$ cat src/fp_pkg.sv
package fp_pkg;

	// ==============================
	// Number format
	// ==============================

	// One value: sign, biased exponent, stored fraction
	typedef logic [26:0] float27_t;

	// Biased exponent field, zero means the value is zero
	typedef logic [7:0] fp_exp_t;

	// Stored fraction, hidden leading one not kept
	typedef logic [17:0] fp_frac_t;

	// Signed integer operand or result
	typedef logic signed [15:0] fp_int_t;

	// Operation codes of the unit
	typedef enum logic [2:0] {
		OP_ADD      = 3'd0,
		OP_MUL      = 3'd1,
		OP_INVSQRT  = 3'd2,
		OP_FROM_INT = 3'd3,
		OP_TO_INT   = 3'd4
	} fp_op_t;

	// ==============================
	// Arithmetic constants
	// ==============================

	// Exponent of the value one
	localparam fp_exp_t FP_BIAS = 8'd127;
	// Seed constant of the fast inverse square root
	localparam float27_t FP_INVSQRT_MAGIC = 27'd49920718;
	// 1.5 in the format
	localparam float27_t FP_THREE_HALVES = 27'd33423360;
	// Saturation magnitude of integer results
	localparam fp_int_t FP_INT_MAX = 16'sd32767;

	// Pipeline depths in cycles
	localparam int FP_ADD_LATENCY     = 2;
	localparam int FP_INVSQRT_LATENCY = 5;
	localparam int FP_UNIT_LATENCY    = 6;

endpackage

$ cat src/fp_add.sv
`timescale 1ns/10ps

module fp_add import fp_pkg::*; (
	input  logic     iCLK,
	input  float27_t a,
	input  float27_t b,
	output float27_t sum
);

	// Operand fields
	logic        sign_a;
	logic        sign_b;
	fp_exp_t     exp_a;
	fp_exp_t     exp_b;
	fp_frac_t    frac_a;
	fp_frac_t    frac_b;
	// Extended significands, hidden one at bit 35, carry room at 36
	logic [36:0] ext_a;
	logic [36:0] ext_b;
	logic        a_larger;
	fp_exp_t     big_exp;
	fp_exp_t     exp_diff;
	logic [36:0] big_ext;
	logic [36:0] small_ext;
	logic [36:0] small_aligned;
	logic [36:0] pre_sum;

	// Stage one registers
	logic [36:0] sum_q;
	fp_exp_t     big_exp_q;
	logic        sign_q;
	logic        a_zero_q;
	logic        b_zero_q;
	float27_t    a_q;
	float27_t    b_q;

	// Stage two normalization
	logic [5:0]  lead_shift;
	logic [36:0] norm;
	logic [9:0]  exp_wide;
	logic        underflow;

	assign sign_a = a[26];
	assign sign_b = b[26];
	assign exp_a  = a[25:18];
	assign exp_b  = b[25:18];
	assign frac_a = a[17:0];
	assign frac_b = b[17:0];
	assign ext_a  = {1'b0, 1'b1, frac_a, 17'b0};
	assign ext_b  = {1'b0, 1'b1, frac_b, 17'b0};

	// ==============================
	// Stage one: align and add
	// ==============================

	// Larger magnitude decides sign and exponent
	assign a_larger = (exp_a > exp_b) || ((exp_a == exp_b) && (frac_a > frac_b));
	assign big_exp   = a_larger ? exp_a : exp_b;
	assign exp_diff  = a_larger ? (exp_a - exp_b) : (exp_b - exp_a);
	assign big_ext   = a_larger ? ext_a : ext_b;
	assign small_ext = a_larger ? ext_b : ext_a;

	// Smaller operand shifted out entirely past 35 places
	assign small_aligned = (exp_diff > 8'd35) ? '0 : (small_ext >> exp_diff);

	// Opposite signs subtract, never goes negative
	assign pre_sum = (sign_a ^ sign_b) ? (big_ext - small_aligned) : (big_ext + small_aligned);

	always_ff @(posedge iCLK) begin
		sum_q     <= pre_sum;
		big_exp_q <= big_exp;
		sign_q    <= a_larger ? sign_a : sign_b;
		a_zero_q  <= (exp_a == '0);
		b_zero_q  <= (exp_b == '0);
		a_q       <= a;
		b_q       <= b;
	end

	// ==============================
	// Stage two: renormalize
	// ==============================

	// Leading one position counted down from bit 36
	always_comb begin
		lead_shift = 6'd37;
		for (int i = 0; i < 37; i++) begin
			if (sum_q[i]) begin
				lead_shift = 6'(36 - i);
			end
		end
	end

	// Leading one moved to bit 36, fraction just below it
	assign norm = sum_q << lead_shift;

	// Carry into bit 36 raises the exponent by one
	assign exp_wide  = {2'b00, big_exp_q} + 10'd1 - {4'd0, lead_shift};
	// Negative or zero exponent is underflow
	assign underflow = exp_wide[9] || (exp_wide == '0);

	always_ff @(posedge iCLK) begin
		if (a_zero_q && b_zero_q) begin
			sum <= '0;
		end else if (a_zero_q) begin
			sum <= b_q;
		end else if (b_zero_q) begin
			sum <= a_q;
		end else if (underflow || sum_q == '0) begin
			// Exact cancellation lands here too
			sum <= '0;
		end else begin
			sum <= {sign_q, exp_wide[7:0], norm[35:18]};
		end
	end

endmodule

$ cat src/fp_float_to_int.sv
`timescale 1ns/10ps

module fp_float_to_int import fp_pkg::*; (
	input  float27_t value,
	output fp_int_t  int_out
);

	logic        sign;
	fp_exp_t     exp_in;
	fp_exp_t     shift;
	logic [33:0] wide;
	fp_int_t     mag;

	assign sign   = value[26];
	assign exp_in = value[25:18];

	// Restored significand, integer part starts at bit 18
	assign shift = exp_in - FP_BIAS;
	assign wide  = {15'b0, 1'b1, value[17:0]} << shift[3:0];
	// Truncation toward zero
	assign mag   = wide[33:18];

	always_comb begin
		if (exp_in < FP_BIAS) begin
			// Magnitude below one
			int_out = '0;
		end else if (exp_in > FP_BIAS + 8'd14) begin
			// Saturate symmetric
			int_out = sign ? -FP_INT_MAX : FP_INT_MAX;
		end else begin
			int_out = sign ? -mag : mag;
		end
	end

endmodule

$ cat src/fp_int_to_float.sv
`timescale 1ns/10ps

module fp_int_to_float import fp_pkg::*; (
	input  fp_int_t  int_in,
	output float27_t value
);

	// Magnitude, -32768 still fits as unsigned
	logic [15:0] mag;
	logic [3:0]  lead_pos;
	logic [33:0] norm;
	fp_exp_t     exp_out;

	assign mag = int_in[15] ? -int_in : int_in;

	// Priority encoder, highest set bit wins
	always_comb begin
		lead_pos = 4'd0;
		for (int i = 0; i < 16; i++) begin
			if (mag[i]) begin
				lead_pos = 4'(i);
			end
		end
	end

	// Leading one lands on bit 18, just above the fraction
	assign norm    = {mag, 18'b0} >> lead_pos;
	assign exp_out = FP_BIAS + {4'd0, lead_pos};

	// Zero has an all-zero encoding
	assign value = (int_in == '0) ? '0 : {int_in[15], exp_out, norm[17:0]};

endmodule

$ cat src/fp_invsqrt.sv
`timescale 1ns/10ps

module fp_invsqrt import fp_pkg::*; (
	input  logic     iCLK,
	input  float27_t a,
	output float27_t inv_sqrt
);

	// Stage 1: seed and half operand
	float27_t seed;
	float27_t half_a;
	float27_t seed_sq;
	// Stage 2
	float27_t seed_2;
	float27_t seed_sq_2;
	float27_t half_a_2;
	float27_t prod_2;
	// Stage 3: into the adder
	float27_t seed_3;
	float27_t prod_3;
	float27_t corr;
	// Seed riding alongside the adder stages
	float27_t seed_d [FP_ADD_LATENCY];
	// Stage 5: final multiply operands
	float27_t seed_5;
	float27_t corr_5;

	// Integer trick on the raw bits
	assign seed   = FP_INVSQRT_MAGIC - (a >> 1);
	// Halving by exponent decrement
	assign half_a = {a[26], a[25:18] - 8'd1, a[17:0]};

	// y * y
	fp_mul mul_sq_inst (
		.a    (seed),
		.b    (seed),
		.prod (seed_sq)
	);

	// (x / 2) * y * y
	fp_mul mul_half_inst (
		.a    (half_a_2),
		.b    (seed_sq_2),
		.prod (prod_2)
	);

	// 1.5 - (x / 2) * y * y, sign flipped on the product
	fp_add add_corr_inst (
		.iCLK (iCLK),
		.a    ({~prod_3[26], prod_3[25:0]}),
		.b    (FP_THREE_HALVES),
		.sum  (corr)
	);

	// Newton step result
	fp_mul mul_out_inst (
		.a    (seed_5),
		.b    (corr_5),
		.prod (inv_sqrt)
	);

	// Pipeline registers, one item per stage
	always_ff @(posedge iCLK) begin
		seed_2    <= seed;
		seed_sq_2 <= seed_sq;
		half_a_2  <= half_a;
		seed_3    <= seed_2;
		prod_3    <= prod_2;
		seed_d[0] <= seed_3;
		for (int i = 1; i < FP_ADD_LATENCY; i++) begin
			seed_d[i] <= seed_d[i - 1];
		end
		seed_5    <= seed_d[FP_ADD_LATENCY - 1];
		corr_5    <= corr;
	end

endmodule

$ cat src/fp_mul.sv
`timescale 1ns/10ps

module fp_mul import fp_pkg::*; (
	input  float27_t a,
	input  float27_t b,
	output float27_t prod
);

	// Operand fields
	logic        sign_a;
	logic        sign_b;
	fp_exp_t     exp_a;
	fp_exp_t     exp_b;
	// Top 18 bits of each significand, hidden one restored
	logic [17:0] sig_a;
	logic [17:0] sig_b;
	// Raw product and exponent sum
	logic [35:0] sig_prod;
	logic [8:0]  exp_sum;
	logic [8:0]  exp_norm;
	fp_frac_t    frac_out;
	logic        underflow;

	assign sign_a = a[26];
	assign sign_b = b[26];
	assign exp_a  = a[25:18];
	assign exp_b  = b[25:18];
	assign sig_a  = {1'b1, a[17:1]};
	assign sig_b  = {1'b1, b[17:1]};

	assign sig_prod = sig_a * sig_b;
	assign exp_sum  = {1'b0, exp_a} + {1'b0, exp_b};

	// Product lies in [1,4)
	// top bit set means one place more of exponent
	assign exp_norm = exp_sum - {1'b0, FP_BIAS} + {8'd0, sig_prod[35]};
	assign frac_out = sig_prod[35] ? sig_prod[34:17] : sig_prod[33:16];

	// Sum at or below the bias leaves no valid exponent
	assign underflow = (exp_sum <= {1'b0, FP_BIAS});

	// Zero operand or underflow gives zero
	assign prod = (underflow || exp_a == '0 || exp_b == '0) ? '0 :
		{sign_a ^ sign_b, exp_norm[7:0], frac_out};

endmodule

$ cat src/fp_unit.sv
`timescale 1ns/10ps

module fp_unit import fp_pkg::*; (
	input  logic     iCLK,
	input  logic     reset_key,
	input  logic     in_valid,
	input  fp_op_t   op,
	input  float27_t a,
	input  float27_t b,
	input  fp_int_t  int_in,
	output logic     out_valid,
	output float27_t result,
	output fp_int_t  int_result
);

	// Stages ahead of the output register
	localparam int COMB_DEPTH = FP_UNIT_LATENCY - 1;
	// Extra stages after the adder
	localparam int ADD_DEPTH = FP_UNIT_LATENCY - 1 - FP_ADD_LATENCY;

	// Sub-unit results
	float27_t add_sum;
	float27_t mul_prod;
	float27_t inv_sqrt_out;
	float27_t itof_value;
	fp_int_t  ftoi_value;

	// Alignment delay lines
	float27_t mul_d  [COMB_DEPTH];
	float27_t itof_d [COMB_DEPTH];
	fp_int_t  ftoi_d [COMB_DEPTH];
	float27_t add_d  [ADD_DEPTH];
	fp_op_t   op_d   [COMB_DEPTH];
	logic [COMB_DEPTH-1:0] valid_d;

	// ==============================
	// Arithmetic units
	// ==============================

	fp_add add_inst (
		.iCLK (iCLK),
		.a    (a),
		.b    (b),
		.sum  (add_sum)
	);

	fp_mul mul_inst (
		.a    (a),
		.b    (b),
		.prod (mul_prod)
	);

	fp_invsqrt invsqrt_inst (
		.iCLK     (iCLK),
		.a        (a),
		.inv_sqrt (inv_sqrt_out)
	);

	fp_int_to_float itof_inst (
		.int_in (int_in),
		.value  (itof_value)
	);

	fp_float_to_int ftoi_inst (
		.value   (a),
		.int_out (ftoi_value)
	);

	// Valid line, the only reset state
	always_ff @(posedge iCLK) begin
		if (reset_key) begin
			valid_d   <= '0;
			out_valid <= 1'b0;
		end else begin
			valid_d   <= {valid_d[COMB_DEPTH-2:0], in_valid};
			out_valid <= valid_d[COMB_DEPTH-1];
		end
	end

	// Data and op code lines
	always_ff @(posedge iCLK) begin
		mul_d[0]  <= mul_prod;
		itof_d[0] <= itof_value;
		ftoi_d[0] <= ftoi_value;
		op_d[0]   <= op;
		for (int i = 1; i < COMB_DEPTH; i++) begin
			mul_d[i]  <= mul_d[i - 1];
			itof_d[i] <= itof_d[i - 1];
			ftoi_d[i] <= ftoi_d[i - 1];
			op_d[i]   <= op_d[i - 1];
		end
		// Adder output already two stages in
		add_d[0] <= add_sum;
		for (int i = 1; i < ADD_DEPTH; i++) begin
			add_d[i] <= add_d[i - 1];
		end
	end

	// ==============================
	// Output selection
	// ==============================

	always_ff @(posedge iCLK) begin
		result     <= '0;
		int_result <= '0;
		case (op_d[COMB_DEPTH-1])
			OP_ADD:      result <= add_d[ADD_DEPTH-1];
			OP_MUL:      result <= mul_d[COMB_DEPTH-1];
			OP_INVSQRT:  result <= inv_sqrt_out;
			OP_FROM_INT: result <= itof_d[COMB_DEPTH-1];
			// Integer answer on its own port
			OP_TO_INT:   int_result <= ftoi_d[COMB_DEPTH-1];
			default:     result <= '0;
		endcase
	end

endmodule

$ cat config.mk
export PLATFORM = sky130hd
export DESIGN_NAME = fp_unit
export DESIGN_NICKNAME = d
export VERILOG_FILES = /design/src/fp_pkg.sv /design/src/fp_add.sv /design/src/fp_float_to_int.sv /design/src/fp_int_to_float.sv /design/src/fp_invsqrt.sv /design/src/fp_mul.sv /design/src/fp_unit.sv
export SDC_FILE = /design/constraint.sdc
export NUM_CORES = 2
export LEC_CHECK = 0
export BUFFER_PORTS_ARGS = -buffer_cell sky130_fd_sc_hd__buf_2
export CORE_MARGIN = 4
export CORE_UTILIZATION = 45
export DETAILED_ROUTE_END_ITERATION = 8
export PLACE_DENSITY = 0.71
export SLEW_MARGIN = 20
export SYNTH_ARGS = -nofsm -noshare
export SYNTH_HDL_FRONTEND = slang
export SYNTH_SLANG_ARGS = --single-unit
export TNS_END_PERCENT = 20
$ cat constraint.sdc
create_clock -name iCLK -period 16.93 [get_ports iCLK]
set_input_delay 0.8465 -clock iCLK [delete_from_list [all_inputs] [get_ports iCLK]]
set_output_delay 0.8465 -clock iCLK [all_outputs]
set_load 0.005 [all_outputs]
# ---- After elaboration in Yosys (flattened, before gate mapping)
# Memories as Yosys holds them, arrays and structs flattened. A register that Yosys moved wholly into a read port is not among the register bits.
# Cells that the tools add are included.
dict set report word_totals {
  register_bits 398
  latchBits 0
  mem_bits_rw 500
  romBits 0
  input_bits 76
  out_inout_bits 44
  word_cells 243
  mem_count 6
}
dict set report classes {
  addsub 30
  multipliers 4
  n_div 0
  magnitude_cmp 12
  eq_ne 6
  shift 6
  muxes 118
  bitwise_logic 4
  reduce_logical 33
}
# memory words width rd rd_ports_with_merged_regs write_ports line
set mem_list {}
lappend mem_list {itof_d 5 27 5 0 5 fp_unit.sv:30} ;# float27_t itof_d [COMB_DEPTH];
lappend mem_list {mul_d 5 27 5 0 5 fp_unit.sv:29} ;# float27_t mul_d [COMB_DEPTH];
lappend mem_list {add_d 3 27 3 0 3 fp_unit.sv:32} ;# float27_t add_d [ADD_DEPTH];
lappend mem_list {ftoi_d 5 16 5 1 5 fp_unit.sv:31} ;# fp_int_t ftoi_d [COMB_DEPTH];
lappend mem_list {invsqrt_inst.seed_d 2 27 2 1 2 fp_invsqrt.sv:23} ;# float27_t seed_d [FP_ADD_LATENCY];
lappend mem_list {op_d 5 3 5 0 5 fp_unit.sv:33} ;# fp_op_t op_d [COMB_DEPTH];
# op count
set op_table {}
lappend op_table {{$mux W6} 68}
lappend op_table {{$mux W27} 6}
lappend op_table {{$mux W37} 4}
lappend op_table {{$mul A18 B18 Y36} 4}
lappend op_table {{$mux W35} 4}
lappend op_table {{$pmux W27 S4} 1}
lappend op_table {{$mux W16} 5}
lappend op_table {{$logic_not A37 Y1} 2}
lappend op_table {{$shl A37 B6 Y36} 2}
lappend op_table {{$mux W18} 4}
lappend op_table {{$logic_not A8 Y1} 8}
lappend op_table {{$sub A8 B7 Y8 const B} 5}
lappend op_table {{$add A36 B37 Y37} 1}
lappend op_table {{$add A37 B37 Y37} 1}
lappend op_table {{$shr A36 B8 Y37} 1}
lappend op_table {{$shr A37 B8 Y37} 1}
lappend op_table {{$sub A36 B37 Y37} 1}
lappend op_table {{$sub A37 B37 Y37} 1}
lappend op_table {{$add A8 B8 Y9} 4}
lappend op_table {{$le A9 B7 Y1 const B} 4}
lappend op_table {{$shl A19 B4 Y34} 1}
lappend op_table {{$shr A34 B4 Y18} 1}
lappend op_table {{$add A8 B1 Y8} 4}
lappend op_table {{$mux W4} 8}
lappend op_table {{36 further kinds} 72}

# ---- Depth between registers and ports, before layout
dict set report logic_depth {
  depth_word 44
  mapped_depth 44
  ltp_nobuf 41
}

# ---- By module
# Synthesis repeated with hierarchy kept, for this count alone.
dict set report unflattened {
  cells_unflattened 9910
  hier_area_um2 88891.5
}
# mod instances cells_each area_each_um2 seq_area_each_um2
set by_module_without_submodules {}
lappend by_module_without_submodules {fp_add 2 1672 12721.0 2582.5}
lappend by_module_without_submodules {{fp_mul (mul_inst)} 1 1319 11095.6 0.0}
lappend by_module_without_submodules {{fp_mul (invsqrt_inst.mul_half_inst)} 1 1279 10945.5 0.0}
lappend by_module_without_submodules {{fp_mul (invsqrt_inst.mul_sq_inst)} 1 1288 10925.5 0.0}
lappend by_module_without_submodules {fp_unit 1 614 10905.5 9909.5}
lappend by_module_without_submodules {{fp_mul (invsqrt_inst.mul_out_inst)} 1 1274 10837.9 0.0}
lappend by_module_without_submodules {fp_invsqrt 1 368 5632.9 4844.6}
lappend by_module_without_submodules {fp_float_to_int 1 215 1625.3 0.0}
lappend by_module_without_submodules {fp_int_to_float 1 209 1481.4 0.0}

# ---- Least setup slack after synthesis
# OpenSTA, ideal clock, no wires.
dict set report synth_timing {
  path_type {input -> register}
  startpoint {in a[1]}
  endpoint {reg invsqrt_inst.seed_sq_2[22]}
  setup_ns 0.128
  arrival_ns 9.616
  t_required_ns 16.802
  setup_slack_ns 7.187
  stages 37
  n_path_buf 1
  path_cell_list {ha_1 nand3_1 nor3b_1 nor2_1 nor2_1 nor2_1 o2111a_1 xor2_1 clkinv_1 nor2_1 fa_1 inv_1 fa_1 fa_1 inv_1 fa_1 inv_1 fa_1 inv_1 fa_1 ha_1 and2_1 o21ai_0 o21ai_0 o41ai_1 o21ai_0 o211ai_1 nand3_1 o311ai_0 a21oi_1 nor3b_1 inv_1 clkbuf_1 ha_1 nand2_1 xor2_1 nor2_1}
}
dict set report synth_between {
  elab_cells_between_ends 9
  cone_classes {add/sub: 4; mul: 1; order compare: 1; reduce/logical: 3}
}
# element line
set synth_rtl {}
lappend synth_rtl {{from (decl)} fp_unit.sv:8} ;# input float27_t a,
lappend synth_rtl {{$sub A26 B26 Y27} fp_invsqrt.sv:29} ;# assign seed = FP_INVSQRT_MAGIC - (a >> 1);
lappend synth_rtl {{named net invsqrt_inst.mul_sq_inst.a[14]} fp_mul.sv:4} ;# input float27_t a,
lappend synth_rtl {{$mul A18 B18 Y36} fp_mul.sv:31} ;# assign sig_prod = sig_a * sig_b;
lappend synth_rtl {{$add A8 B1 Y8} fp_mul.sv:36} ;# assign exp_norm = exp_sum - {1'b0, FP_BIAS} + {8'd0, sig_prod[35]};
lappend synth_rtl {{to (signal assigned)} fp_invsqrt.sv:65} ;# seed_sq_2 <= seed_sq;
lappend synth_rtl {{to (decl)} fp_invsqrt.sv:15} ;# float27_t seed_sq_2;
# The timed path passes the listed nets, and every way through them passes these cells.
# A chain may end at the register's enable or synchronous reset.

# ---- Worst setup path in the final report
dict set report layout_timing {
  startpoint {in a[2]}
  endpoint {reg invsqrt_inst.seed_sq_2[22]}
}
# The elaborated chain is that of the path after synthesis.

==> summary.md <==
| Metric | Value |
|---|---|
| CP max stage cell | nor3b_2 |
| Hold Buf Count CTS | 0 |
| Min Tclk post-route | 11.93 ns |
| Wire per inst | 19.8 µm |
| Fin Clk Skew | 0.0800 ns |
| GP Congestion | between 0.9 and 1 |
| Seq cells post-synth | 893 |
| Crit path DAT | 12.49 ns |
| CTS Buf Count | between 80 and 90 |
| Synth Cell Area | between 70000 and 80000 µm² |
| Post-route cell area | between 80000 and 90000 µm² |
| Syn nets | 10026 |
| Starting Density | 0.452 |
| Clock sink count | 893 |
| RSZ-0062 raised after global routing | no |
| Measured slew at the worst slew-check pin | 1.20 ns |
| Ys flop type | dfxtp_1 |
| Leading area contributor after synthesis | fa_1 |
| Cell with the most instances after synthesis | inv_1 |
| CTS Buffer Depth | 3 |
| Outcome | completed |
| Syn Area/Cell | 9.13 µm² |
| Crit-path max cell delay | 0.87 ns |
| Vias post-DR | 57639 |
| Number of filler cells placed in the layout | between 15000 and 20000 |
| Die Y-Extent | around 420 µm |
| Core area | 169000 µm² |
| # rows | 151 |
| Largest net degree at the start of global routing | 59 |
| Startpoint types | input port |
| Top cells by count, synth | inv_1, fa_1, nand2_1, dfxtp_1, ha_1 |
| Crit path kind | in -> reg |
| Die W | 420 µm |
| Flop2flop setup slack | 7.38 ns |
| CTS tree | built |
| Tot GR Track Use | 0.239 |
| Vias per cell | 5.43 |
| DRC Markers | 0 |
| Die area | 177000 µm² |
| Clock Latency Late Sink | between 0.7 and 0.8 ns |
| Routed Antenna Nets | 0 |
| Detailed placement HPWL | 163 mm |
| Drt pass-1 iters | 6 |
| Number of synthesized flops with an enable pin | 0 |
| Register area | 17900 µm² |
| Final hold violations | 0 |
| Place WS | about 4.4 ns |
| Clk pin slew, worst setup/hold paths | 0.07 ns |
| I/O pin total | 120 |
| Initial antenna violation count | 10 |
| H-tree depth | 3 |
| Synth Instances | 8388 |
| Worst rel slew slack | 0.182 |
| Share of the synthesized area in the top cell type | 0.259 |
| Setup TNS | 0 ns |
| Synth unique cells | 109 |
| Fmax | 0.0838 GHz |
| Worst hold path type | in -> reg |
| Data required, critical path | 17.49 ns |
| Nets@finish | 9963 |
| WL final | 210 mm |
| Area Growth Syn to Fin | 7.87% |
| Setup bufs post-CTS | 0 |
| Final setup viols | 0 |
| GRT overflow | 0 |
| Crit end category | flip-flop |
| Fraction of layout cells with a size suffix above 1 | 0.0620 |
| PortBufs | 119 |
| Final WS setup | 5.00 ns |
| Global-route wire length before repair | ~330 mm |
| Final Cycle Share | 0.705 |
| Slew Viols, Final | 0 |
| Sequential area share after synthesis | 0.234 |
| Asr flop ratio synth | 0 |
| CP max FO | 27 |
| Vias in the first global route | 59085 |
| Maxcap violations | 0 |
| # resized after CTS | 0 |
| Placed cell areas | 79400 µm² |
| Synth area leaders | fa_1, dfxtp_1, ha_1, inv_1, nand2_1 |
| Root Driver | clkbuf_16 |
| Drt initial violations | 4415 |
| Synth Warn # | 0 |
| Multi-input gate area | 52400 µm² |
==> layer usage <==
layer | global-route usage | vias to the layer above | part of all wire | wire length, µm
met4 | 0.0867 | 0 | 0.038 | 7970
met3 | 0.0476 | 459 | 0.084 | 17600
met2 | 0.383 | 2246 | 0.45 | 95400
met5 | 0 | - | 0 | 0
met1 | 0.321 | 28405 | 0.42 | 89000
li1 | - | 26529 | - | -
==> worst paths after layout <==
kind	start	endpoint	cells past startpoint
max	a[2]	invsqrt_inst.seed_sq_2[22]	39
min	op[2]	op_d[0][2]	1
max reg2reg	invsqrt_inst.seed_5[7]	result[24]	37
min reg2reg	invsqrt_inst.add_corr_inst.sum[18]	invsqrt_inst.corr_5[18]	0
==> worst max-delay path: cells and delay by family <==
kind / cells / cell delay (ns)
fa+ha+maj: 9 / 3.78
simple gates: 11 / 2.55
compound gates: 8 / 2.42
buf+inv: 9 / 1.91
xor+xnor: 2 / 0.94
==> flip-flops by register name (all words and copies together) (netlist names), 9 cells and up <==
signal	count
invsqrt_inst.add_corr_inst.sum_q	37
op_d	15
invsqrt_inst.seed_2	27
itof_d	115
invsqrt_inst.corr_5	26
invsqrt_inst.seed_sq_2	25
invsqrt_inst.prod_3	27
add_inst.a_q	9
add_inst.b_q	27
invsqrt_inst.seed_3	26
int_result	16
invsqrt_inst.add_corr_inst.sum	26
add_d	81
mul_d	135
add_inst.sum_q	37
invsqrt_inst.half_a_2	25
add_inst.sum	27
ftoi_d	80
invsqrt_inst.seed_5	26
result	27
invsqrt_inst.seed_d	52
==> through the flow <==
stage | hold WS, ns | util | std cells
after floorplan | 0.310 | - | 8388
after global placement | 0.310 | 0.469 | 10452
after detailed placement | 0.312 | 0.469 | 10452
after CTS | 0.160 | 0.487 | 10614
after global routing | 0.190 | 0.488 | 10619
final | 0.237 | 0.488 | 10621
==> cells by family (layout without fill, tap and decap cells) <==
kind of cell / Yosys count / in the layout / synth area share
compound gates: 1051 / 1051 / 0.0887
xor+xnor: 312 / 312 / 0.0357
fa+ha+maj: 1562 / 1562 / 0.353
buf+inv: 1712 / 1721 / 0.0844
flops: 893 / 893 / 0.234
mux: 378 / 378 / 0.0531
other cells: 1 / 7 / 0.0000490
simple gates: 2479 / 2479 / 0.152
==> cell usage in the layout (no fill, tap or decap), types with 41 or more instances in the layout <==
master,count
clkbuf_16,88
a21o_1,71
o21ai_0,202
xor2_1,103
a21oi_1,323
nor4_1,41
dfxtp_1,891
nor2_1,542
mux2_2,41
nand3_1,103
xnor2_1,204
nor3_1,104
ha_1,570
inv_1,1326
fa_1,991
and2_1,435
nor2b_1,51
nand2_1,961
a31oi_1,45
buf_4,100
mux2i_1,317
and3_1,52
o21bai_1,41
buf_2,119
==> layout make-up <==
cell class	count	share of cell area
diodes	6	0.000182
flip-flops and latches	893	0.217
inverters	1339	0.0609
repair buffers	220	0.0164
well taps	2218	0.0336
multi-input cells	5783	0.634
clock inverters	54	0.00917
clock buffers	108	0.0290
Power is left out: the tool's default activity adds up to more than one toggle a clock period on the data nets, which glitch-free logic cannot reach.
